[src/source/vu_pkg.sv]
/*
 * Vector unit shared definitions
 * Sizes of the lane array, register file and commit queue, the opcode
 * set, and the packed records that move a command through the lane
 * pipeline from operand read to writeback.
 */

`default_nettype none

package vu_pkg;

	////////////////////////////////////////////////////////////////////////////
	// Sizes
	////////////////////////////////////////////////////////////////////////////

	localparam int NUM_LANES   = 4;	// SIMT lanes
	localparam int LANE_BITS   = 2;	// Lane index width
	localparam int NUM_REGS    = 8;	// Registers per lane
	localparam int REG_BITS    = 3;	// Register index width
	localparam int DATA_W      = 32;	// Data word width
	localparam int ISSUE_W     = 4;	// Issue number width
	localparam int TID_W       = 8;	// Thread ID width
	localparam int QUEUE_DEPTH = 4;	// Commit queue entries

	typedef logic [DATA_W-1:0]    data_t;
	typedef logic [REG_BITS-1:0]  reg_idx_t;
	typedef logic [ISSUE_W-1:0]   issue_no_t;
	typedef logic [NUM_LANES-1:0] lane_mask_t;
	typedef logic [TID_W-1:0]     tid_t;

	////////////////////////////////////////////////////////////////////////////
	// Opcodes and pipeline records
	////////////////////////////////////////////////////////////////////////////

	typedef enum logic [2:0] {
		OP_ADD  = 3'd0,	// rs1 + rs2
		OP_SUB  = 3'd1,	// rs1 - rs2
		OP_AND  = 3'd2,
		OP_OR   = 3'd3,
		OP_XOR  = 3'd4,
		OP_MUL  = 3'd5,	// Low word of product
		OP_ADDS = 3'd6,	// rs1 + scalar
		OP_TID  = 3'd7	// Global thread index
	} opcode_e;

	typedef struct packed {
		logic       valid;
		opcode_e    op;
		reg_idx_t   rd;
		reg_idx_t   rs1;
		reg_idx_t   rs2;
		data_t      scalar;
		tid_t       thread_id;
		issue_no_t  issue_no;
		lane_mask_t lanes;	// Lanes that execute this command
	} command_t;

	// Read stage to execute stage
	typedef struct packed {
		logic     valid;
		opcode_e  op;
		reg_idx_t rd;
		data_t    operand_a;
		data_t    operand_b;
		data_t    scalar;
		tid_t     thread_id;
	} exec_t;

	// Execute stage to writeback
	typedef struct packed {
		logic     valid;
		reg_idx_t rd;
		data_t    result;
	} wb_t;

endpackage

`default_nettype wire

[src/source/lane_regfile.sv]
/*
 * Lane register file
 * Eight data registers of one lane. Two operand read ports and one
 * scalar read port, all combinational, plus one synchronous write port.
 */

`default_nettype none

module lane_regfile (
	input  wire                     clock,
	input  wire                     rst,
	input  wire  vu_pkg::reg_idx_t  rd_addr_a,	// Operand A select
	input  wire  vu_pkg::reg_idx_t  rd_addr_b,	// Operand B select
	input  wire  vu_pkg::reg_idx_t  rd_addr_s,	// Scalar read-out select
	output vu_pkg::data_t           rd_data_a,
	output vu_pkg::data_t           rd_data_b,
	output vu_pkg::data_t           rd_data_s,
	input  wire                     wr_en,
	input  wire  vu_pkg::reg_idx_t  wr_addr,
	input  wire  vu_pkg::data_t     wr_data
);

	vu_pkg::data_t regs [vu_pkg::NUM_REGS];

	////////////////////////////////////////////////////////////////////////////
	// Write port
	////////////////////////////////////////////////////////////////////////////

	always_ff @(posedge clock) begin
		if (rst) begin
			for (int i = 0; i < vu_pkg::NUM_REGS; i++) begin
				regs[i] <= '0;	// Registers start at zero
			end
		end else if (wr_en) begin
			regs[wr_addr] <= wr_data;
		end
	end

	////////////////////////////////////////////////////////////////////////////
	// Read ports
	////////////////////////////////////////////////////////////////////////////

	// Reads see the old value in the write cycle
	assign rd_data_a = regs[rd_addr_a];
	assign rd_data_b = regs[rd_addr_b];
	assign rd_data_s = regs[rd_addr_s];	// Visible one cycle after writeback

endmodule

`default_nettype wire

[src/source/lane_alu.sv]
/*
 * Lane execute stage
 * Decodes the opcode of one lane's command and registers the result
 * into the writeback record. OP_TID depends on the lane index.
 */

`default_nettype none

module lane_alu #(
	parameter int LANE_ID = 0	// Position of this lane in the array
) (
	input  wire                    clock,
	input  wire                    rst,
	input  wire  vu_pkg::exec_t    exec,
	output vu_pkg::wb_t            wb
);

	vu_pkg::data_t result;
	vu_pkg::data_t tid_index;

	// Thread ID spread over the lanes
	assign tid_index = vu_pkg::data_t'(exec.thread_id) * vu_pkg::data_t'(vu_pkg::NUM_LANES)
		+ vu_pkg::data_t'(LANE_ID);

	always_comb begin
		case (exec.op)
			vu_pkg::OP_ADD:  result = exec.operand_a + exec.operand_b;
			vu_pkg::OP_SUB:  result = exec.operand_a - exec.operand_b;
			vu_pkg::OP_AND:  result = exec.operand_a & exec.operand_b;
			vu_pkg::OP_OR:   result = exec.operand_a | exec.operand_b;
			vu_pkg::OP_XOR:  result = exec.operand_a ^ exec.operand_b;
			vu_pkg::OP_MUL:  result = exec.operand_a * exec.operand_b;	// Low 32 bits
			vu_pkg::OP_ADDS: result = exec.operand_a + exec.scalar;
			vu_pkg::OP_TID:  result = tid_index;
			default:         result = '0;
		endcase
	end

	////////////////////////////////////////////////////////////////////////////
	// Result register
	////////////////////////////////////////////////////////////////////////////

	always_ff @(posedge clock) begin
		if (rst) begin
			wb.valid <= 1'b0;
		end else begin
			wb.valid  <= exec.valid;
			wb.rd     <= exec.rd;
			wb.result <= result;
		end
	end

	// An issued command never carries an undecodable opcode
	a_op_legal : assert property (@(posedge clock) disable iff (rst)
		exec.valid |-> !$isunknown(exec.op));

endmodule

`default_nettype wire

[src/source/lane_unit.sv]
/*
 * Vector lane
 * Operand read, execute and writeback for one lane. Operands are
 * forwarded from the command in execute and from the writeback record,
 * so dependent commands can issue on consecutive cycles. A done pulse
 * marks each writeback.
 */

`default_nettype none

module lane_unit #(
	parameter int LANE_ID = 0
) (
	input  wire                       clock,
	input  wire                       rst,
	input  wire  vu_pkg::command_t    cmd,	// Valid already gated by lane mask
	input  wire  vu_pkg::reg_idx_t    scalar_reg,
	output vu_pkg::data_t             scalar_data,
	output logic                      done	// One pulse per writeback
);

	vu_pkg::data_t rf_data_a;
	vu_pkg::data_t rf_data_b;
	vu_pkg::exec_t exec_d;
	vu_pkg::exec_t exec_q;
	vu_pkg::exec_t exec_alu;	// exec_q with late forwarding applied
	vu_pkg::wb_t   wb;
	logic          fwd_a_d;
	logic          fwd_b_d;
	logic          fwd_a_q;
	logic          fwd_b_q;

	lane_regfile regfile_i (
		.clock     (clock),
		.rst       (rst),
		.rd_addr_a (cmd.rs1),
		.rd_addr_b (cmd.rs2),
		.rd_addr_s (scalar_reg),
		.rd_data_a (rf_data_a),
		.rd_data_b (rf_data_b),
		.rd_data_s (scalar_data),
		.wr_en     (wb.valid),
		.wr_addr   (wb.rd),
		.wr_data   (wb.result)
	);

	////////////////////////////////////////////////////////////////////////////
	// Operand read and forwarding
	////////////////////////////////////////////////////////////////////////////

	// A source matching the command in execute is not known yet.
	// Flag it and take it from wb one cycle later, where it lands.
	always_comb begin
		fwd_a_d = exec_q.valid && (exec_q.rd == cmd.rs1);	// Newest producer
		fwd_b_d = exec_q.valid && (exec_q.rd == cmd.rs2);
		exec_d.valid     = cmd.valid;
		exec_d.op        = cmd.op;
		exec_d.rd        = cmd.rd;
		exec_d.scalar    = cmd.scalar;
		exec_d.thread_id = cmd.thread_id;
		exec_d.operand_a = (wb.valid && wb.rd == cmd.rs1) ? wb.result : rf_data_a;
		exec_d.operand_b = (wb.valid && wb.rd == cmd.rs2) ? wb.result : rf_data_b;
	end

	always_ff @(posedge clock) begin
		if (rst) begin
			exec_q.valid <= 1'b0;
			fwd_a_q      <= 1'b0;
			fwd_b_q      <= 1'b0;
		end else begin
			exec_q  <= exec_d;
			fwd_a_q <= fwd_a_d;
			fwd_b_q <= fwd_b_d;
		end
	end

	always_comb begin
		exec_alu = exec_q;
		if (fwd_a_q) begin
			exec_alu.operand_a = wb.result;
		end
		if (fwd_b_q) begin
			exec_alu.operand_b = wb.result;
		end
	end

	lane_alu #(
		.LANE_ID (LANE_ID)
	) alu_i (
		.clock (clock),
		.rst   (rst),
		.exec  (exec_alu),
		.wb    (wb)
	);

	// Writeback edge
	always_ff @(posedge clock) begin
		if (rst) begin
			done <= 1'b0;
		end else begin
			done <= wb.valid;
		end
	end

	// Fixed latency, since a lane never stalls
	a_done_latency : assert property (@(posedge clock) disable iff (rst)
		exec_q.valid |-> ##2 done);

endmodule

`default_nettype wire

[config.mk]
export PLATFORM = sky130hd
export DESIGN_NAME = lane_unit
export DESIGN_NICKNAME = d
export VERILOG_FILES = /design/src/source/vu_pkg.sv /design/src/source/lane_regfile.sv /design/src/source/lane_alu.sv /design/src/source/lane_unit.sv
export SDC_FILE = /design/constraint.sdc
export NUM_CORES = 2
export LEC_CHECK = 0
export BUFFER_PORTS_ARGS = -buffer_cell sky130_fd_sc_hd__buf_2
export CORE_UTILIZATION = 60
export CTS_BUF_LIST = sky130_fd_sc_hd__clkbuf_4 sky130_fd_sc_hd__clkbuf_8
export CTS_CLUSTER_SIZE = 8
export DETAILED_ROUTE_END_ITERATION = 10
export PLACE_DENSITY = 0.76
export SKIP_CTS_REPAIR_TIMING = 1
export SYNTH_ARGS = -nofsm -noshare
export SYNTH_HDL_FRONTEND = slang
export SYNTH_HIERARCHICAL = 1
export SYNTH_SLANG_ARGS = --single-unit
[constraint.sdc]
create_clock -name clock -period 9.8 [get_ports clock]
set_input_delay 0.49 -clock clock [delete_from_list [all_inputs] [get_ports clock]]
set_output_delay 0.49 -clock clock [all_outputs]
set_load 0.01 [all_outputs]
======== Word level (Yosys, flattened, before mapping) ========
Memory sizes are Yosys's and may differ from the RTL's. A register that Yosys moved wholly into a read port is not among the register bits.
Index checks and enable logic that the tools add are counted.
Widths: inputs -> output; s select.
word-level totals
  register bits ........................... 86
  RAM bits ................................ 256
  input port bits ......................... 66
  output and inout bits ................... 33
  word-level logic and storage cells ...... 45
  memories ................................ 1
operators by class
  add/subtract/negate cells ............... 3
  multipliers ............................. 1
  eq/ne operators ......................... 9
  multiplexer cells ....................... 11
  bitwise logic cells ..................... 3
  reduce and logical (&&, ||, !) cells .... 6
memories
  name            words  bits a word  read ports  clocked after memory_dff  write ports  line                source
  regfile_i.regs  8      32           3           2                         8            lane_regfile.sv:23  vu_pkg::data_t regs [vu_pkg::NUM_REGS];
operator list
  cell                count
  $pmux 32 s8         1
  $mux 32             3
  $add 32x32->32      2
  $and 32x32->32      1
  $mul 32x32->32      1
  $or 32x32->32       1
  $reduce_or 32->1    1
  $sub 32x32->32      1
  $xor 32x32->32      1
  $eq 3x3->1 const B  4
  $eq 3x2->1 const B  2
  $eq 3x3->1          2
  $mux 1              6
  $eq 3x1->1 const B  1
  $logic_not 3->1     1
  $mux 3              1
  $logic_and 1x1->1   2
  $logic_not 1->1     2

======== Longest topological paths before layout ========
  depth after elaboration ................. 5
  mapped depth ............................ 32
  depth with buffers taken out ............ 27

======== Modules after synthesis ========
Netlist, hierarchy kept.
modules (own cells, without submodules)
  module        instances  cells an instance  area each (µm²)  sequential area each (µm²)
  lane_alu      1          2541               20966.4          1071.0
  lane_regfile  1          957                15721.3          7687.4
  lane_unit     1          276                5317.6           3383.2

======== Worst setup path after synthesis ========
No wires, ideal clock.
  path kind ............................... reg-to-reg
  start point ............................. register fwd_b_q
  end point ............................... register alu_i/wb[31] (netlist name)
  library setup time ...................... 0.272 ns
  data arrival time ....................... 7.944 ns
  slack ................................... 1.584 ns
  cell stages (with the launch flop) ...... 31
  period minus slack after synthesis ...... 8.216 ns
  path through ............................ dfxtp_1 -> clkbuf_1 -> buf_2 -> mux2_2 -> clkbuf_1 -> inv_1 -> clkbuf_1 -> nor2_1 -> fa_1 -> inv_1 -> fa_1 -> fa_1 -> fa_1 -> inv_1 -> fa_1 -> inv_1 -> fa_1 -> inv_1 -> fa_1 -> fa_1 -> ha_1 -> clkbuf_1 -> a2111oi_0 -> o21ai_0 -> o21ai_0 -> a2bb2oi_1 -> o2111ai_1 -> and3_1 -> a311oi_1 -> xnor2_1 -> o221ai_2
RTL lines
  element                 line             source
  from (decl)             lane_unit.sv:31  logic fwd_b_q;
  from (signal assigned)  lane_unit.sv:73  fwd_b_q <= fwd_b_d;

==> flow_summary.toml <==
[routing]
ant_nets = 0
wl_per_cell_um = 27.0
drt-initial-drc-count = 3689
num_vias = 31574
first_pass_iters = 8
avgViaCountPerCell = 6.58
totalWireLength_um = 129000
route.detailed.drc = 0

[logic_synthesis]
synth_ff_type = "edfxtp_1"
yosysMostFrequentCell = "inv_1"
yosysWarnings = 6
netlist_area_um2 = 42000
syn_nets = 4468
synth_area_leaders = "edfxtp_1 29%, fa_1 19%, mux4_1 7.5%"
syn_inst = 3774
synthTopCellsByCount = "434 x inv_1, 409 x fa_1, 401 x edfxtp_1"
yosys.area.top_type = "edfxtp_1"
synth.distinct_cells = 86
yosysSeqAreaShare_pct = 28.9
syn_area_per_cell_um2 = 11.1
synth_edf_count = 401
ys_seq_elements = 406
synth_async_sr_flop_share_pct = 0
synth_top_area_share_pct = 28.7

[grt]
antenna_found_initial = 4
grt-ovfl-total = 0
grt_pass1_vias = 31931
grt_use_total_pct = 36.9
grt_start_max_net_pins = 97
grt_pass1_wl_um = 194000

[setup_path]
worst-setup-path-type = "register to register"
cp_max_fo = 14
max_stage_delay_ns = 0.90
slowest_stage = "a2111oi_0"
endpoint_kind = "register"
rr_worst_depth = 26
path_common_cell = "fa_1"
startpoint_type = "register"
critPathArrivalTime_ns = 9.60
cp.required_ns = 10.32

[run]
max_cap_viol_count = 0

[timing]
tns_ns = 0
fin_crit_sh_pct = 92.7
max_slew_margin_pct = 18.3
whs_ns = 0.0179
skew_ns = 0.0825
fmax_ghz = 0.110
min_period_ns = 9.08
final_hold_viol_count = 0
setup_viol = 0
worstMarginPinSlew_ns = 1.22
slew_viol_final = 0
rsz0062_at_grt = "false"

[place]
hpwl_um = 89600
gp_congestion = 1.04
io_buffers = 90

[floorplan]
rows = 96
start_util_pct = 60.9
num_io_pins = 99
die_w_um = 267
die_area_um2 = 71100
die-height_um = 267
coreArea_um2 = 68900

[cts]
clkTransAtPathRegs_ns = 0.06
cts_buffers = 71
root_buffer = "clkbuf_8"
clock_sinks = 406
clock_path_buffers = 3
clkLatencyLatePin_ns = 0.70
h-tree-depth = 3
cts_tree = "yes"

[worst_hold_path]
hold_path.class = "input pin to register"
whs_path_depth = 1

[cells_and_area]
fill_cells = 5219
final_core_util_pct = 65.1
num-nets-final = 4503
layout-area-overhead-vs-synth_pct = 6.89
drive_gt1_share_pct = 16.8

[outcome]
outcome = "finished clean"
[routing by layer]
layer	GRT usage [%]	vias up	wire, um
li1	-	13261	-
met1	48.1	15615	46400
met2	56.3	2227	58000
met3	9.22	467	16700
met4	21.7	4	8440
met5	0	-	23
[path summary, 6_finish.rpt]
kind / to / slack (ns) / start
hold / removal: exec_alu[32]$_DFFE_PN_ / 0.02 / cmd[40]
hold reg to reg: alu_i/wb[35]$_SDFF_PP0_ / 0.48 / exec_alu[110]$_SDFF_PP0_
setup / recovery: alu_i/wb[20]$_DFFE_PN_ / 0.72 / fwd_b_q$_SDFF_PP0_
setup reg to reg: alu_i/wb[20]$_DFFE_PN_ / 0.72 / fwd_b_q$_SDFF_PP0_
[kinds of logic after synthesis]
| kind of cell | Yosys count | share of synthesized area [%] |
|---|---|---|
| compound gates | 371 | 5.77 |
| mux | 420 | 18.0 |
| xor+xnor | 116 | 2.42 |
| fa+ha+maj | 628 | 26.0 |
| simple gates | 1092 | 11.5 |
| buf+inv | 741 | 7.41 |
| flops | 406 | 28.9 |
[worst max-delay path, delay by kind of cell (launching register included)]
family          cells  cell delay [ns]
simple gates        2             0.38
flops               1             0.68
mux                 1             0.41
fa+ha+maj           9             3.74
compound gates      7             2.56
xor+xnor            1             0.09
buf+inv             6             1.08
[layout by cell type, fill, tap and decap left out, types with 77 or more instances in the layout]
master    count
nor3_1      272
buf_4        93
nor2_1      393
xnor2_1      77
mux2_2      159
nand2_1     301
mux4_1      120
inv_1       433
ha_1        219
a21oi_1      90
fa_1        409
buf_2        87
o21ai_0     108
edfxtp_1    401
[per-stage QoR]
| stage | cells | setup slack [ns] | cell area (um^2) |
|---|---|---|---|
| after global routing | 4798 | 0.452 | 44900 |
| after global placement | 4635 | 1.09 | 43100 |
| after floorplan | 3774 | 1.58 | 42000 |
| after detailed placement | 4635 | 1.01 | 43100 |
| final | 4799 | 0.718 | 44900 |
| after CTS | 4765 | 0.977 | 44600 |
[layout make-up]
type                            count  area, um^2  area share (%)
Multi-Input combinational cell   2627       26900            59.8
Sequential cell                   406       12100            27.0
Inverter                          491        1850            4.11
Timing Repair Buffer              212        1450            3.24
Clock buffer                      102        1210            2.69
Tap cell                          931        1160            2.59
Clock inverter                     28         220           0.490
Antenna cell                        2        5.00          0.0111
[flip-flops by register name, summed over array words and instances, names as in the netlist]
name,cells
alu_i/wb,36
regfile_i/regs,256
done,1
fwd_a_q,1
exec_q,64
exec_alu,47
fwd_b_q,1
Power is left out: the tool's default activity adds up to more than one toggle a clock period on the data nets, which glitch-free logic cannot reach.
