<file path="config.mk">
export PLATFORM = sky130hd
export DESIGN_NAME = commit_agg
export DESIGN_NICKNAME = d
export VERILOG_FILES = /design/src/source/vu_pkg.sv /design/src/source/commit_agg.sv
export SDC_FILE = /design/constraint.sdc
export NUM_CORES = 1
export LEC_CHECK = 0
export BUFFER_PORTS_ARGS = -buffer_cell sky130_fd_sc_hd__buf_2
export CELL_PAD_IN_SITES_DETAIL_PLACEMENT = 1
export CELL_PAD_IN_SITES_GLOBAL_PLACEMENT = 1
export CORE_UTILIZATION = 44
export DETAILED_ROUTE_END_ITERATION = 10
export PLACE_DENSITY_LB_ADDON = 0.3
export SKIP_CTS_REPAIR_TIMING = 1
export SYNTH_ARGS = -nofsm -noshare
export SYNTH_HDL_FRONTEND = slang
export SYNTH_SLANG_ARGS = --single-unit
</file>
<file path="constraint.sdc">
create_clock -name clock -period 4.1 [get_ports clock]
set_clock_uncertainty 0.2 [all_clocks]
set_input_delay 1.025 -clock clock [delete_from_list [all_inputs] [get_ports clock]]
set_output_delay 1.025 -clock clock [all_outputs]
set_load 0.05 [all_outputs]
</file>
<file path="src/source/vu_pkg.sv">
/*
 * Vector unit shared definitions
 * Sizes of the lane array, register file and commit queue, the opcode
 * set, and the packed records that move a command through the lane
 * pipeline from operand read to writeback.
 */

`default_nettype none

package vu_pkg;

	////////////////////////////////////////////////////////////////////////////
	// Sizes
	////////////////////////////////////////////////////////////////////////////

	localparam int NUM_LANES   = 4;	// SIMT lanes
	localparam int LANE_BITS   = 2;	// Lane index width
	localparam int NUM_REGS    = 8;	// Registers per lane
	localparam int REG_BITS    = 3;	// Register index width
	localparam int DATA_W      = 32;	// Data word width
	localparam int ISSUE_W     = 4;	// Issue number width
	localparam int TID_W       = 8;	// Thread ID width
	localparam int QUEUE_DEPTH = 4;	// Commit queue entries

	typedef logic [DATA_W-1:0]    data_t;
	typedef logic [REG_BITS-1:0]  reg_idx_t;
	typedef logic [ISSUE_W-1:0]   issue_no_t;
	typedef logic [NUM_LANES-1:0] lane_mask_t;
	typedef logic [TID_W-1:0]     tid_t;

	////////////////////////////////////////////////////////////////////////////
	// Opcodes and pipeline records
	////////////////////////////////////////////////////////////////////////////

	typedef enum logic [2:0] {
		OP_ADD  = 3'd0,	// rs1 + rs2
		OP_SUB  = 3'd1,	// rs1 - rs2
		OP_AND  = 3'd2,
		OP_OR   = 3'd3,
		OP_XOR  = 3'd4,
		OP_MUL  = 3'd5,	// Low word of product
		OP_ADDS = 3'd6,	// rs1 + scalar
		OP_TID  = 3'd7	// Global thread index
	} opcode_e;

	typedef struct packed {
		logic       valid;
		opcode_e    op;
		reg_idx_t   rd;
		reg_idx_t   rs1;
		reg_idx_t   rs2;
		data_t      scalar;
		tid_t       thread_id;
		issue_no_t  issue_no;
		lane_mask_t lanes;	// Lanes that execute this command
	} command_t;

	// Read stage to execute stage
	typedef struct packed {
		logic     valid;
		opcode_e  op;
		reg_idx_t rd;
		data_t    operand_a;
		data_t    operand_b;
		data_t    scalar;
		tid_t     thread_id;
	} exec_t;

	// Execute stage to writeback
	typedef struct packed {
		logic     valid;
		reg_idx_t rd;
		data_t    result;
	} wb_t;

endpackage

`default_nettype wire

</file>
<file path="src/source/commit_agg.sv">
/*
 * Commit aggregator
 * In-order queue of accepted commands. Each entry collects the done
 * pulses of its enabled lanes; the oldest complete entry raises a commit
 * request that is held with its issue number until granted.
 */

`default_nettype none

module commit_agg (
	input  wire                        clock,
	input  wire                        rst,
	input  wire                        accept,
	input  wire  vu_pkg::issue_no_t    issue_no,
	input  wire  vu_pkg::lane_mask_t   lanes,
	input  wire  vu_pkg::lane_mask_t   lane_done,	// Writeback pulses
	output logic                       full,
	output logic                       commit_req,
	output vu_pkg::issue_no_t          commit_no,
	input  wire                        commit_grant
);

	typedef logic [$clog2(vu_pkg::QUEUE_DEPTH)-1:0]   qptr_t;
	typedef logic [$clog2(vu_pkg::QUEUE_DEPTH+1)-1:0] cnt_t;

	vu_pkg::issue_no_t  q_issue   [vu_pkg::QUEUE_DEPTH];
	vu_pkg::lane_mask_t q_mask    [vu_pkg::QUEUE_DEPTH];
	vu_pkg::lane_mask_t q_done    [vu_pkg::QUEUE_DEPTH];
	vu_pkg::lane_mask_t done_next [vu_pkg::QUEUE_DEPTH];
	logic [vu_pkg::QUEUE_DEPTH-1:0] occupied;
	logic [vu_pkg::QUEUE_DEPTH-1:0] complete;
	qptr_t head_ptr;
	qptr_t next_ptr;
	qptr_t wr_ptr;
	qptr_t cmp_ptr [vu_pkg::NUM_LANES];	// Per lane search start
	qptr_t cmp_hit [vu_pkg::NUM_LANES];	// Entry a pulse would mark
	cnt_t  count;
	logic  retire;

	assign full     = (count == cnt_t'(vu_pkg::QUEUE_DEPTH));
	assign retire   = commit_req && commit_grant;
	assign next_ptr = head_ptr + qptr_t'(1);

	////////////////////////////////////////////////////////////////////////////
	// Lane completion tracking
	////////////////////////////////////////////////////////////////////////////

	// A lane finishes in order, so its next entry is the first occupied
	// one from its pointer that contains the lane and is still open
	always_comb begin
		for (int i = 0; i < vu_pkg::QUEUE_DEPTH; i++) begin
			occupied[i] = cnt_t'(qptr_t'(qptr_t'(i) - head_ptr)) < count;
		end
		for (int l = 0; l < vu_pkg::NUM_LANES; l++) begin
			logic  found;
			qptr_t slot;
			found      = 1'b0;
			cmp_hit[l] = cmp_ptr[l];
			for (int k = 0; k < vu_pkg::QUEUE_DEPTH; k++) begin
				slot = cmp_ptr[l] + qptr_t'(k);
				if (!found && occupied[slot] && q_mask[slot][l] && !q_done[slot][l]) begin
					cmp_hit[l] = slot;
					found      = 1'b1;
				end
			end
		end
		for (int i = 0; i < vu_pkg::QUEUE_DEPTH; i++) begin
			done_next[i] = q_done[i];
		end
		for (int l = 0; l < vu_pkg::NUM_LANES; l++) begin
			if (lane_done[l]) begin
				done_next[cmp_hit[l]][l] = 1'b1;
			end
		end
		for (int i = 0; i < vu_pkg::QUEUE_DEPTH; i++) begin
			complete[i] = &(done_next[i] | ~q_mask[i]);	// Empty mask is complete
		end
	end

	// Entry payload
	always_ff @(posedge clock) begin
		if (accept) begin
			q_issue[wr_ptr] <= issue_no;
			q_mask[wr_ptr]  <= lanes;
		end
	end

	always_ff @(posedge clock) begin
		if (rst) begin
			head_ptr   <= '0;
			wr_ptr     <= '0;
			count      <= '0;
			commit_req <= 1'b0;
			commit_no  <= '0;
			for (int i = 0; i < vu_pkg::QUEUE_DEPTH; i++) begin
				q_done[i] <= '0;
			end
			for (int l = 0; l < vu_pkg::NUM_LANES; l++) begin
				cmp_ptr[l] <= '0;
			end
		end else begin
			for (int i = 0; i < vu_pkg::QUEUE_DEPTH; i++) begin
				q_done[i] <= done_next[i];
			end
			for (int l = 0; l < vu_pkg::NUM_LANES; l++) begin
				if (lane_done[l]) begin
					cmp_ptr[l] <= cmp_hit[l] + qptr_t'(1);
				end else if (retire && cmp_ptr[l] == head_ptr) begin
					cmp_ptr[l] <= next_ptr;	// Never behind the head
				end
			end
			if (accept) begin
				q_done[wr_ptr] <= '0;	// Fresh entry
				wr_ptr         <= wr_ptr + qptr_t'(1);
			end
			if (retire) begin
				head_ptr <= next_ptr;
			end
			count <= count + cnt_t'(accept) - cnt_t'(retire);

			////////////////////////////////////////////////////////////////////////////
			// Commit request
			////////////////////////////////////////////////////////////////////////////
			if (retire) begin
				if (occupied[next_ptr] && complete[next_ptr]) begin
					commit_no <= q_issue[next_ptr];	// Back-to-back commit
				end else begin
					commit_req <= 1'b0;
				end
			end else if (!commit_req && occupied[head_ptr] && complete[head_ptr]) begin
				commit_req <= 1'b1;
				commit_no  <= q_issue[head_ptr];
			end
		end
	end

	a_req_held : assert property (@(posedge clock) disable iff (rst)
		commit_req && !commit_grant |=> commit_req && $stable(commit_no));

	a_no_overflow : assert property (@(posedge clock) disable iff (rst)
		accept |-> !full);

endmodule

`default_nettype wire

</file>
Word level (Yosys, flattened, before mapping)
Memories as Yosys holds them, arrays and structs flattened. A register that Yosys moved wholly into a read port is not among the register bits.
Index checks and enable logic that the tools add are counted.
W data, S select, Z words.
- memories kept: 4
- memory bits (writable): 56
- flip-flop bits (word level): 12
- word-level logic and storage cells: 321
- reductions and logical operators: 92
- muxes and demuxes: 131
- eq/ne operators: 7
- add/sub/neg operators: 24
- bitwise gates (word level): 28
- $lt $le $gt $ge: 30
- memory list (memory ; depth ; bits a word ; rd ports ; clocked after memory_dff ; wr ports ; RTL line ; text):
    q_done ; 4 ; 4 ; 20 ; 0 ; 5 ; commit_agg.sv:28 ; vu_pkg::lane_mask_t q_done [vu_pkg::QUEUE_DEPTH];
    q_issue ; 4 ; 4 ; 2 ; 1 ; 1 ; commit_agg.sv:26 ; vu_pkg::issue_no_t q_issue [vu_pkg::QUEUE_DEPTH];
    q_mask ; 4 ; 4 ; 20 ; 0 ; 1 ; commit_agg.sv:27 ; vu_pkg::lane_mask_t q_mask [vu_pkg::QUEUE_DEPTH];
    cmp_ptr ; 4 ; 2 ; 4 ; 0 ; 4 ; commit_agg.sv:35 ; qptr_t cmp_ptr [vu_pkg::NUM_LANES];
- operator list (operator ; number):
    $mux W1 ; 71
    $mux W16 ; 4
    $or A16 B16 Y16 ; 4
    $logic_and A1 B1 Y1 ; 56
    $lt A2 B3 Y1 const B ; 18
    $mux W2 ; 23
    $bmux W1 S2 ; 20
    $demux W4 S2 ; 4
    $mux W4 ; 8
    $logic_not A1 Y1 ; 29
    $add A2 B1 Y2 const B ; 10
    $add A2 B2 Y2 const B ; 8
    $not A4 Y4 ; 4
    $or A4 B4 Y4 ; 4
    $reduce_and A4 Y1 ; 4
    $ge A3 B3 Y1 const B ; 4
    $lt A2 B3 Y1 ; 4
    $lt A3 B1 Y1 const B ; 4
    $not A2 Y3 ; 4
    $or A1 B1 Y1 ; 12
    $eq A2 B2 Y1 ; 4
    $reduce_and A2 Y1 ; 2
    $sub A1 B2 Y2 const A ; 2
    $sub A2 B2 Y2 const A ; 2
    other kinds (7) ; 7

Longest topological paths before layout
Gate-level depths: netlist (run 1).
- depth in word-level cells: 42
- mapped depth: 17

Least setup slack after synthesis (run 1)
No wires, ideal clock.
- path kind: register to register
- start: register head_ptr[0]
- end: register commit_no[0]
- required time: 3776 ps
- setup slack: -72 ps
- arrival: 3848 ps
- setup time: 124 ps
- stages on the path, launching flop included: 18
- path buffers: 3
- cell sequence: dfxtp_1 > buf_1 > buf_1 > nand2_1 > and2_1 > inv_1 > ha_1 > nand2b_1 > buf_2 > o211ai_1 > or3b_1 > a32oi_1 > o211ai_1 > a22oi_1 > nand3_1 > a311oi_4 > a21boi_4 > mux2i_1
- RTL lines (element ; RTL line ; text):
    from (decl) ; commit_agg.sv:32 ; qptr_t head_ptr;
    from (signal assigned) ; commit_agg.sv:117 ; head_ptr <= next_ptr;
    $add A2 B1 Y2 * ; commit_agg.sv:42 ; assign next_ptr = head_ptr + qptr_t'(1);
    named net next_ptr[1] ; commit_agg.sv:33 ; qptr_t next_ptr;
    $bmux W1 S2 ; commit_agg.sv:125 ; if (occupied[next_ptr] && complete[next_ptr]) begin
    $mux W1 (implied by the code) ; commit_agg.sv:125 ;
    $logic_and A1 B1 Y1 ; commit_agg.sv:125 ;
    $ne A2 B1 Y1 (no source line) ; - ;
    $reduce_and A2 Y1 (no source line) ; - ;
    to (signal assigned) ; commit_agg.sv:126 ; commit_no <= q_issue[next_ptr];
    to (signal assigned) ; commit_agg.sv:132 ; commit_no <= q_issue[head_ptr];
    to (decl) ; commit_agg.sv:19 ; output vu_pkg::issue_no_t commit_no,
The timed path passes the listed nets; every way through them passes the cells marked *. The select of a mux whose other input is x is not followed.
A chain may end at the register's enable or synchronous reset.

Worst setup path after layout (run 1)
- start: register head_ptr[1]
- end: register commit_no[1]
The elaborated chain is that of the path after synthesis.

==> results.yml, run 1 <==
floorplan:
  core-area_sq_um: 9196
  start_util_pct: 45.20
  die_w_um: 99.20
  dieArea_sq_um: 9840
  pin_count: 22
  rows: 35
  die_h_um: 99.20
yosys:
  syn_area_per_cell_sq_um: 10.39
  syn-num-nets: 427
  yosysSeqAreaShare_pct: 43.35
  synth_cells: 400
  synth_edf_count: 40
  ys_types: 77
  synthArstFlopShare_pct: 0
  syn_area_sq_um: 4156
  synth-main-ff-cell: "edfxtp_1"
  yosysWarnings: 0
  ys_ff_latch: 70
placement:
  routabilityCongestion: 0.9236
  dp_hpwl_um: 9016
  port_buffers: 21
  dpl-instance-area_sq_um: 4461
power_and_ir_drop:
  combPwrFrac_pct: 51.8
  leakage_uw: 0.001828
  clkPwrFrac_pct: 18.0
  ir_drop_mv: 0.3028
  p_seq_share_pct: 30.2
  switching_share_pct: 43.25
  p_per_area_nw_per_um2: 689.7
  p_sw_uw: 1428
  p_int_uw: 1874
detailed_routing:
  routed-via-count: 3426
  routedWlPerCell_um: 22.11
  route.detailed.drc: 0
  postRouteAntennaNets: 0
  routed_wl_um: 12290
  routed_via_density: 6.162
  dr.pass1.iters: 4
  first_iter_violations: 177
global_routing:
  antenna_found_initial: 0
  gr-total-overflow: 0
  grtUsageTotal_pct: 25.29
  grt_max_degree: 21
  grt_pass1_wl_um: 18630
  grt_pass1_vias: 3428
timing:
  period_minus_slack_ns: 4.005
  final_max_slew_viol_count: 0
  timing.slew.headroom_pct: 63.45
  fin_tns_setup_ns: 0
  fmax_ghz: 0.2497
  hold_viol: 0
  setup_viol: 0
  worst_pin_slew_ns: 0.5482
  fin_crit_sh_pct: 97.68
setup_path:
  path_cells: "clkinv_1 -> nand2_1 -> and2_4 -> inv_1 -> ha_1 -> nand2b_4 -> o211ai_1 -> buf_4 -> or3b_1 -> a32o_2 -> o41ai_4 -> nand4_1 -> and3_4 -> a311oi_4 -> a21boi_4 -> mux2i_1"
  r2r_cells: 16
  crit_path_end_kind: "register"
  critPathMaxFanout: 5
  rrSetupSlack_ns: 0.09
  crit_family: "simple AND/OR/NAND/NOR gates"
  arrival_ns: 4.06
  crit_end: "commit_no[1]"
  crit_cells: 16
  critPathSlowestCell: "or3b_1"
  r2r_start: "head_ptr[1]"
  rr_endpoint: "commit_no[1]"
  cp.required_ns: 4.15
  cp_slowest_stage_delay_ns: 0.44
  start_kind: "register"
  crit_buf_inv: 3
  startpoint: "head_ptr[1]"
  worst-setup-path-type: "register to register"
clock_network:
  cts.sinks: 70
  cts_max_level: 3
  numCtsBuffers: 9
  clockBufferDepth: 2
  clk_latency_ns: 0.37
  root_buffer: "clkbuf_8"
  cts_tree: "built"
  path_clk_slew_ns: 0.10
finish:
  fin_area_sq_um: 4787
  nNetsFinal: 467
  antenna_cells: 0
  drive_above_1_share_pct: 23.37
  syn_to_final_growth_pct: 15.17
run_status:
  status: "complete, no violations"
job:
  maxCapViolCount: 0
min_path:
  hp-class: "register to register"
## metal layers
metal | vias up | part of all wire, % | global-route usage, %
met5 | - | 0 | 0
met4 | 0 | 2.7 | 10.75
met3 | 27 | 5.1 | 4.568
met2 | 109 | 47 | 38.73
met1 | 1700 | 45 | 35.37
li1 | 1590 | - | -
## stage by stage
stage	std cells	util (%)	total power [uW]	setup WS [ns]	hold slack [ns]
finish	556	52.05	3302	0.09500	0.2582
global route	556	52.05	3462	-0.05766	0.2710
CTS	552	50.72	3136	0.007404	0.2602
detailed placement	536	48.50	2537	0.05502	0.2475
global placement	536	48.50	2501	0.09305	0.2355
floorplan	400	-	2107	0.2068	0.2235
## worst min-delay path by stage
stage,slack (ns),startpoint,to,cells past startpoint
3_5_place_dp,0.25,q_done[2][1],q_done[2][1],2
2_1_floorplan,0.22,q_done[0][0],q_done[0][0],2
3_3_place_gp,0.24,q_done[0][1],q_done[0][1],2
6_report,0.26,q_done[2][1],q_done[2][1],2
4_1_cts,0.26,q_done[2][1],q_done[2][1],2
5_1_grt,0.27,q_done[0][3],q_done[0][3],2
## area by class of cell
cell class,instances,area [sq um]
clock inverter,7,80.08
multi-input combinational,285,2252
sequential,70,1805
clock buffer,9,123.9
timing repair buffer,43,270.3
tap,111,138.9
fill,1036,4409
inverter,31,116.4
## worst reg2reg max path: stages, from the launching register on
cell,delay [ns]
dfxtp_2,0.38
clkinv_1,0.14
nand2_1,0.10
and2_4,0.15
inv_1,0.06
ha_1,0.33
nand2b_4,0.11
o211ai_1,0.11
buf_4,0.18
or3b_1,0.44
a32o_2,0.35
o41ai_4,0.36
nand4_1,0.20
and3_4,0.24
a311oi_4,0.28
a21boi_4,0.13
mux2i_1,0.13
## power by group through the flow
stage / Sequential, uW / Clock [uW] / Combinational (uW)
after CTS: 990 / 603 / 1540
after global routing: 1010 / 625 / 1820
after detailed placement: 1010 / 0 / 1530
after floorplan: 1000 / 0 / 1100
after global placement: 997 / 0 / 1500
final: 996 / 594 / 1710
## kinds of logic after synthesis
logic type	Yosys count	share of synthesized area, %
fa+ha+maj	11	3.492
flops	70	43.35
compound gates	112	22.67
buf+inv	45	4.606
simple gates	132	16.77
mux	13	5.539
xor+xnor	17	3.582
## placed cells by master, fill, tap and decap left out, types with 8 or more instances in the layout
master,count
xnor2_1,11
and2_1,8
nand2_1,38
buf_2,21
buf_4,22
nor2_1,22
nor3_1,8
nand3_1,11
ha_1,10
nor2b_1,12
dfxtp_1,27
mux4_2,8
inv_1,28
edfxtp_1,40
o211ai_1,15
clkbuf_8,9
a21oi_1,15
## state kept, by name, indices dropped and copies added (netlist names), named ones only
register    flops
head_ptr        2
q_mask         16
cmp_ptr         8
count           3
q_issue        16
q_done         16
commit_no       4
wr_ptr          2
commit_req      1
## cell usage after synthesis, types with 8 or more instances
library cell | number | share of area [%]
ha_1 | 10 | 3.0
inv_1 | 28 | 2.5
a21oi_1 | 15 | 1.8
nand3_1 | 11 | 1.3
and2_1 | 9 | 1.4
dfxtp_1 | 30 | 14
o21ai_0 | 8 | 0.96
o21a_1 | 8 | 1.4
edfxtp_1 | 40 | 29
nor2_1 | 22 | 2.0
o211ai_1 | 15 | 2.7
nor2b_1 | 12 | 1.8
mux4_2 | 8 | 4.3
nand2_1 | 38 | 3.4
xnor2_1 | 11 | 2.3
nor3_1 | 8 | 0.96
No activity file was read; power rests on OpenSTA's default activity.
==> run 2, diff against run 1 <==
ABC_AREA = 1   (was unset)
CORE_UTILIZATION = 41   (was 44)
==> run 2 against run 1 <==
Net effect: final area rose by 18%; sequential share of layout area is 5.7 points lower; setup slack gained 0.18 ns; worst hold slack improved by 0.039 ns; clock power up 26%; die area increased by 30%; count of clock-buffer cells in the layout increased by 6; sequential power rose by 7%; synthesized cell count increased by 86%; power up 34%; first-iteration DRC count rose by 91%; combinational power grew 53%; largest power group unchanged.
==> results.yml, run 2 <==
clock_network:
  cts.sinks: 70
  numCtsBuffers: 9
  clockBufferDepth: 2
  cts_tree: "built"
  clk_latency_ns: 0.33
  root_buffer: "clkbuf_16"
  path_clk_slew_ns: 0.06
  cts_max_level: 3
timing:
  setup_viol: 0
  timing.slew.headroom_pct: 54.60
  fmax_ghz: 0.2616
  final_max_slew_viol_count: 0
  worst_pin_slew_ns: 0.6768
  fin_ws_ns: 0.2768
  fin_crit_sh_pct: 93.25
  period_minus_slack_ns: 3.823
  hold_viol: 0
placement:
  dp_hpwl_um: 12690
  port_buffers: 21
  routabilityCongestion: 0.8938
  post-place-ws_ns: 0.03128
  dpl-instance-area_sq_um: 5295
setup_path:
  crit_top_cell: "nand2_1"
  r2r_cells: 26
  r2r_start: "head_ptr[1]"
  cp_slowest_stage_delay_ns: 0.37
  cp.required_ns: 4.12
  start_kind: "register"
  crit_path_end_kind: "register"
  critPathSlowestCell: "dfxtp_4"
  worst-setup-path-type: "register to register"
  rr_endpoint: "commit_no[2]"
  critPathMaxFanout: 9
  rrSetupSlack_ns: 0.28
  arrival_ns: 3.84
min_path:
  hp-class: "register to register"
  min_from: "q_done[1][1]"
  holdPathStages: 2
  hold_path_end: "q_done[1][1]"
detailed_routing:
  postRouteAntennaNets: 0
  dr.pass1.iters: 5
  routedWlPerCell_um: 18.23
  routed_wl_um: 16710
  first_iter_violations: 338
  route.detailed.drc: 0
  routed_via_density: 5.601
  routed-via-count: 5136
yosys:
  yosysSeqAreaShare_pct: 35.58
  yosysTopAreaCellShare_pct: 23.72
  synth_cells: 742
  yosysMostFrequentCell: "nand2_1"
  ys_types: 41
  synth_edf_count: 40
  synth-main-ff-cell: "edfxtp_1"
  syn_area_sq_um: 5064
  synth_area_leaders: "edfxtp_1 24%, nand2_1 16%, dfxtp_1 12%, nand3_1 8.6%, nor2_1 6.0%"
  syn-num-nets: 769
  synthArstFlopShare_pct: 0
  syn_area_per_cell_sq_um: 6.824
  synthTopCellsByCount: "221 x nand2_1, 87 x nand3_1, 81 x nor2_1, 74 x inv_1, 40 x edfxtp_1"
  yosysWarnings: 0
  ys_ff_latch: 70
  synth_area_leader_cell: "edfxtp_1"
finish:
  drive_above_1_share_pct: 15.32
  nNetsFinal: 792
  layout_common_cells: "219 x nand2_1, 86 x nand3_1, 73 x inv_1, 73 x nor2_1, 40 x edfxtp_1"
  top_regs: "q_done: 16 flops, q_issue: 16 flops, q_mask: 16 flops"
  syn_to_final_growth_pct: 11.39
  antenna_cells: 0
  fin_area_sq_um: 5640
  final_common_cell: "nand2_1"
job:
  maxCapViolCount: 0
power_and_ir_drop:
  p_per_area_nw_per_um2: 786.0
  power_uw: 4433
  leakage_uw: 0.002591
  ir_drop_mv: 0.3381
global_routing:
  grt_pass1_wl_um: 26920
  grt_max_degree: 24
  grt_pass1_vias: 5367
  grtUsageTotal_pct: 27.37
  gr-total-overflow: 0
  antenna_found_initial: 0
floorplan:
  rows: 40
  dieArea_sq_um: 12800
  die_h_um: 113.1
  pin_count: 22
  core-area_sq_um: 12010
  start_util_pct: 42.16
  die_w_um: 113.1
run_status:
  status: "complete, no violations"
==> run 2: cell types whose count changed in the layout (fill, tap and decap cells not counted), moves of 9 or more <==
cell,delta
nand2_1,+181
nand3_1,+75
nor2_1,+51
inv_1,+45
o21ai_0,+26
nand2_2,+19
a21oi_1,+15
nor2_2,+15
o211ai_1,-13
buf_4,-12
inv_2,+12
nor2b_1,-12
clkbuf_16,+9
==> run 2: layer usage <==
metal	track usage (%)	share of wire [%]
met1	32.69	41
met2	48.26	50
met3	3.856	4.6
met4	13.33	4.2
met5	0	0
==> run 2: worst max-delay path: cells and delay by family (launching register included) <==
family	cells	cell delay (ns)
AO/OA/AOI/OAI	2	0.31
adder cells (fa/ha/maj)	1	0.28
buffers and inverters	3	0.21
flip-flops	1	0.37
AND/OR/NAND/NOR	20	2.31
==> run 2: kinds of logic after synthesis <==
logic type	share of synthesized area, %
AND/OR/NAND/NOR	39.61
XOR/XNOR	1.680
AO/OA/AOI/OAI	11.12
flip-flops	35.58
buffers and inverters	9.142
adder cells (fa/ha/maj)	2.866
==> run 2: area by class of cell <==
class	instances	area [sq um]
repair buffers	31	180.2
inverters	88	332.8
well taps	147	183.9
fillers	1590	6371
multi-input cells	565	2854
clock buffers	15	277.8
flip-flops and latches	70	1807
clock inverters	1	5.005
==> run 2: where the power goes <==
group | leakage (uW) | internal (uW) | switching (uW)
combinational | 0.00182 | 788 | 1830
clock | 0.000140 | 459 | 288
sequential | 0.000628 | 907 | 162
==> run 2: per-stage QoR <==
stage / hold slack (ns) / util [%] / setup TNS [ns] / std cells
finish: 0.2968 / 46.96 / 0 / 917
global route: 0.3321 / 46.96 / -0.01362 / 917
CTS: 0.3013 / 46.44 / -0.06615 / 916
detailed placement: 0.2907 / 44.08 / 0 / 900
global placement: 0.2807 / 44.08 / 0 / 900
floorplan: 0.2599 / - / 0 / 742
==> run 2: worst max-delay path by stage <==
stage                           start      endpoint  slack, ns  cells after the start
after floorplan           head_ptr[0]  commit_no[0]       0.54                     26
after global placement    head_ptr[1]  commit_no[1]       0.28                     26
after detailed placement  head_ptr[1]  commit_no[2]       0.03                     26
after CTS                 head_ptr[1]  commit_no[0]      -0.03                     27
after global routing      head_ptr[1]  commit_no[0]     -0.009                     29
final                     head_ptr[1]  commit_no[2]       0.28                     26
==> run 3, diff against run 2 <==
==> constraint.sdc (replaced) <==
create_clock -name clock -period 4.1 [get_ports clock]
set_clock_uncertainty 0.2 [all_clocks]
set_input_delay 0.615 -clock clock [delete_from_list [all_inputs] [get_ports clock]]
set_output_delay 0.615 -clock clock [all_outputs]
set_load 0.05 [all_outputs]
==> run 3 against run 2 <==
Net effect: die area unchanged; fmax is 0.43% lower; sequential share of layout area fell by 0.31 points; first-iteration DRC count fell by 4.7%; critical path type unchanged; largest cell class unchanged.
==> results.yml, run 3 (synthesis gave the netlist of run 2 again) <==
finish:
  drive_above_1_share_pct: 15.19
  nNetsFinal: 792
  layout_common_cells: "220 x nand2_1, 87 x nand3_1, 75 x nor2_1"
  syn_to_final_growth_pct: 12.23
  antenna_cells: 0
  top_regs: "q_done: 16 flops, q_issue: 16 flops, q_mask: 16 flops"
  final_common_cell: "nand2_1"
  layoutNonFillerInstCount: 917
  fin_area_sq_um: 5683
floorplan:
  die_w_um: 113.1
  core-area_sq_um: 12010
  pin_count: 22
  start_util_pct: 42.16
  rows: 40
  die_h_um: 113.1
  dieArea_sq_um: 12800
timing:
  hold_viol: 0
  setup_viol: 0
  timing.slew.headroom_pct: 50.04
  final_max_slew_viol_count: 0
  worst_pin_slew_ns: 0.7495
  fmax_ghz: 0.2604
  fin_ws_ns: 0.2603
  rsz0062_at_grt: "no"
  fin_crit_sh_pct: 93.65
  hold_ws_ns: 0.2937
  period_minus_slack_ns: 3.840
global_routing:
  grt_pass1_vias: 5373
  grt_max_degree: 21
  gr-total-overflow: 0
  grtUsageTotal_pct: 27.51
  antenna_found_initial: 0
  grt_pass1_wl_um: 26890
power_and_ir_drop:
  ir_drop_mv: 0.3723
  p_per_area_nw_per_um2: 801.7
  leakage_uw: 0.002619
  power_uw: 4556
placement:
  port_buffers: 21
  dp_hpwl_um: 12730
  placed_cells: 901
  post-place-ws_ns: 0.07431
  routabilityCongestion: 0.9117
  dpl-instance-area_sq_um: 5303
setup_path:
  arrival_ns: 3.91
  start_kind: "register"
  worst-setup-path-type: "register to register"
  crit_path_end_kind: "register"
  cp.required_ns: 4.17
  critPathMaxFanout: 8
detailed_routing:
  postRouteAntennaNets: 0
  first_iter_violations: 322
  routedWlPerCell_um: 18.13
  routed-via-count: 5142
  dr.pass1.iters: 5
  routed_wl_um: 16630
  routed_via_density: 5.607
  route.detailed.drc: 0
clock_network:
  cts_tree: "built"
  numCtsBuffers: 9
  cts.sinks: 70
  cts_max_level: 3
  clk_latency_ns: 0.34
  clockBufferDepth: 2
  root_buffer: "clkbuf_16"
  path_clk_slew_ns: 0.06
min_path:
  hp-class: "input pin to register"
job:
  maxCapViolCount: 0
run_status:
  status: "complete, no violations"
run 3: changes by cell type in the layout (fill, tap and decap cells not counted), moves of 2 or more:
cell | previous run | this run
nor2_1 | 73 | 75
bufinv_16 | 0 | 2
clkbuf_8 | 3 | 1
clkbuf_1 | 3 | 0
nand3_2 | 9 | 6
run 3: worst max-delay path, cell delays in order (launching register included):
cell and delay, ns:
dfxtp_2 0.40, buf_4 0.17, inv_1 0.09, ha_1 0.34
nor2_1 0.13, nand2_2 0.17, nand2_2 0.16, nand2_1 0.09
nand3_1 0.16, nand2_1 0.11, nor2_4 0.13, nand2_1 0.08
nand3_1 0.08, nand2_1 0.10, nor2_2 0.12, nand3_1 0.13
nand3_1 0.16, nand2_1 0.08, nor2_2 0.13, nor2_1 0.07
nor2_2 0.18, nand4_4 0.18, nand3_1 0.14, nand2_1 0.06
nor2_1 0.11
run 3: layer usage:
layer / global-route usage, % / wire (um) / vias up
li1: - / - / 2475
met1: 32.64 / 7023 / 2487
met2: 48.92 / 8281 / 140
met3: 3.910 / 658 / 40
met4: 13.07 / 666 / 0
met5: 0 / 0 / -
run 3: where the power goes:
part	internal [uW]	switching, uW	total [uW]
Clock	585	311	896
Sequential	906	175	1080
Combinational	779	1800	2580
Total	2270	2290	4560
run 3: cell type report:
class                           count  area [sq um]
Clock inverter                      5         78.83
Clock buffer                       11         264.0
Sequential cell                    70          1803
Timing Repair Buffer               32         187.7
Inverter                           88         332.8
Multi-Input combinational cell    564          2833
Tap cell                          147         183.9
Fill cell                        1599          6329
run 3: worst paths after layout:
path	start	end	slack, ns	cells after the start
worst max-delay path	head_ptr[1]	commit_no[3]	0.26	24
worst min-delay path	issue_no[3]	q_issue[3][3]	0.29	1
worst max register to register	head_ptr[1]	commit_no[3]	0.26	24
worst min register to register	q_done[1][0]	q_done[1][0]	0.30	2
run 3: stage by stage:
step | setup TNS (ns) | util (%)
2_1_floorplan | 0 | -
3_3_place_gp | 0 | 44.15
3_5_place_dp | 0 | 44.15
4_1_cts | -0.006975 | 47.00
5_1_grt | 0 | 47.31
6_report | 0 | 47.31
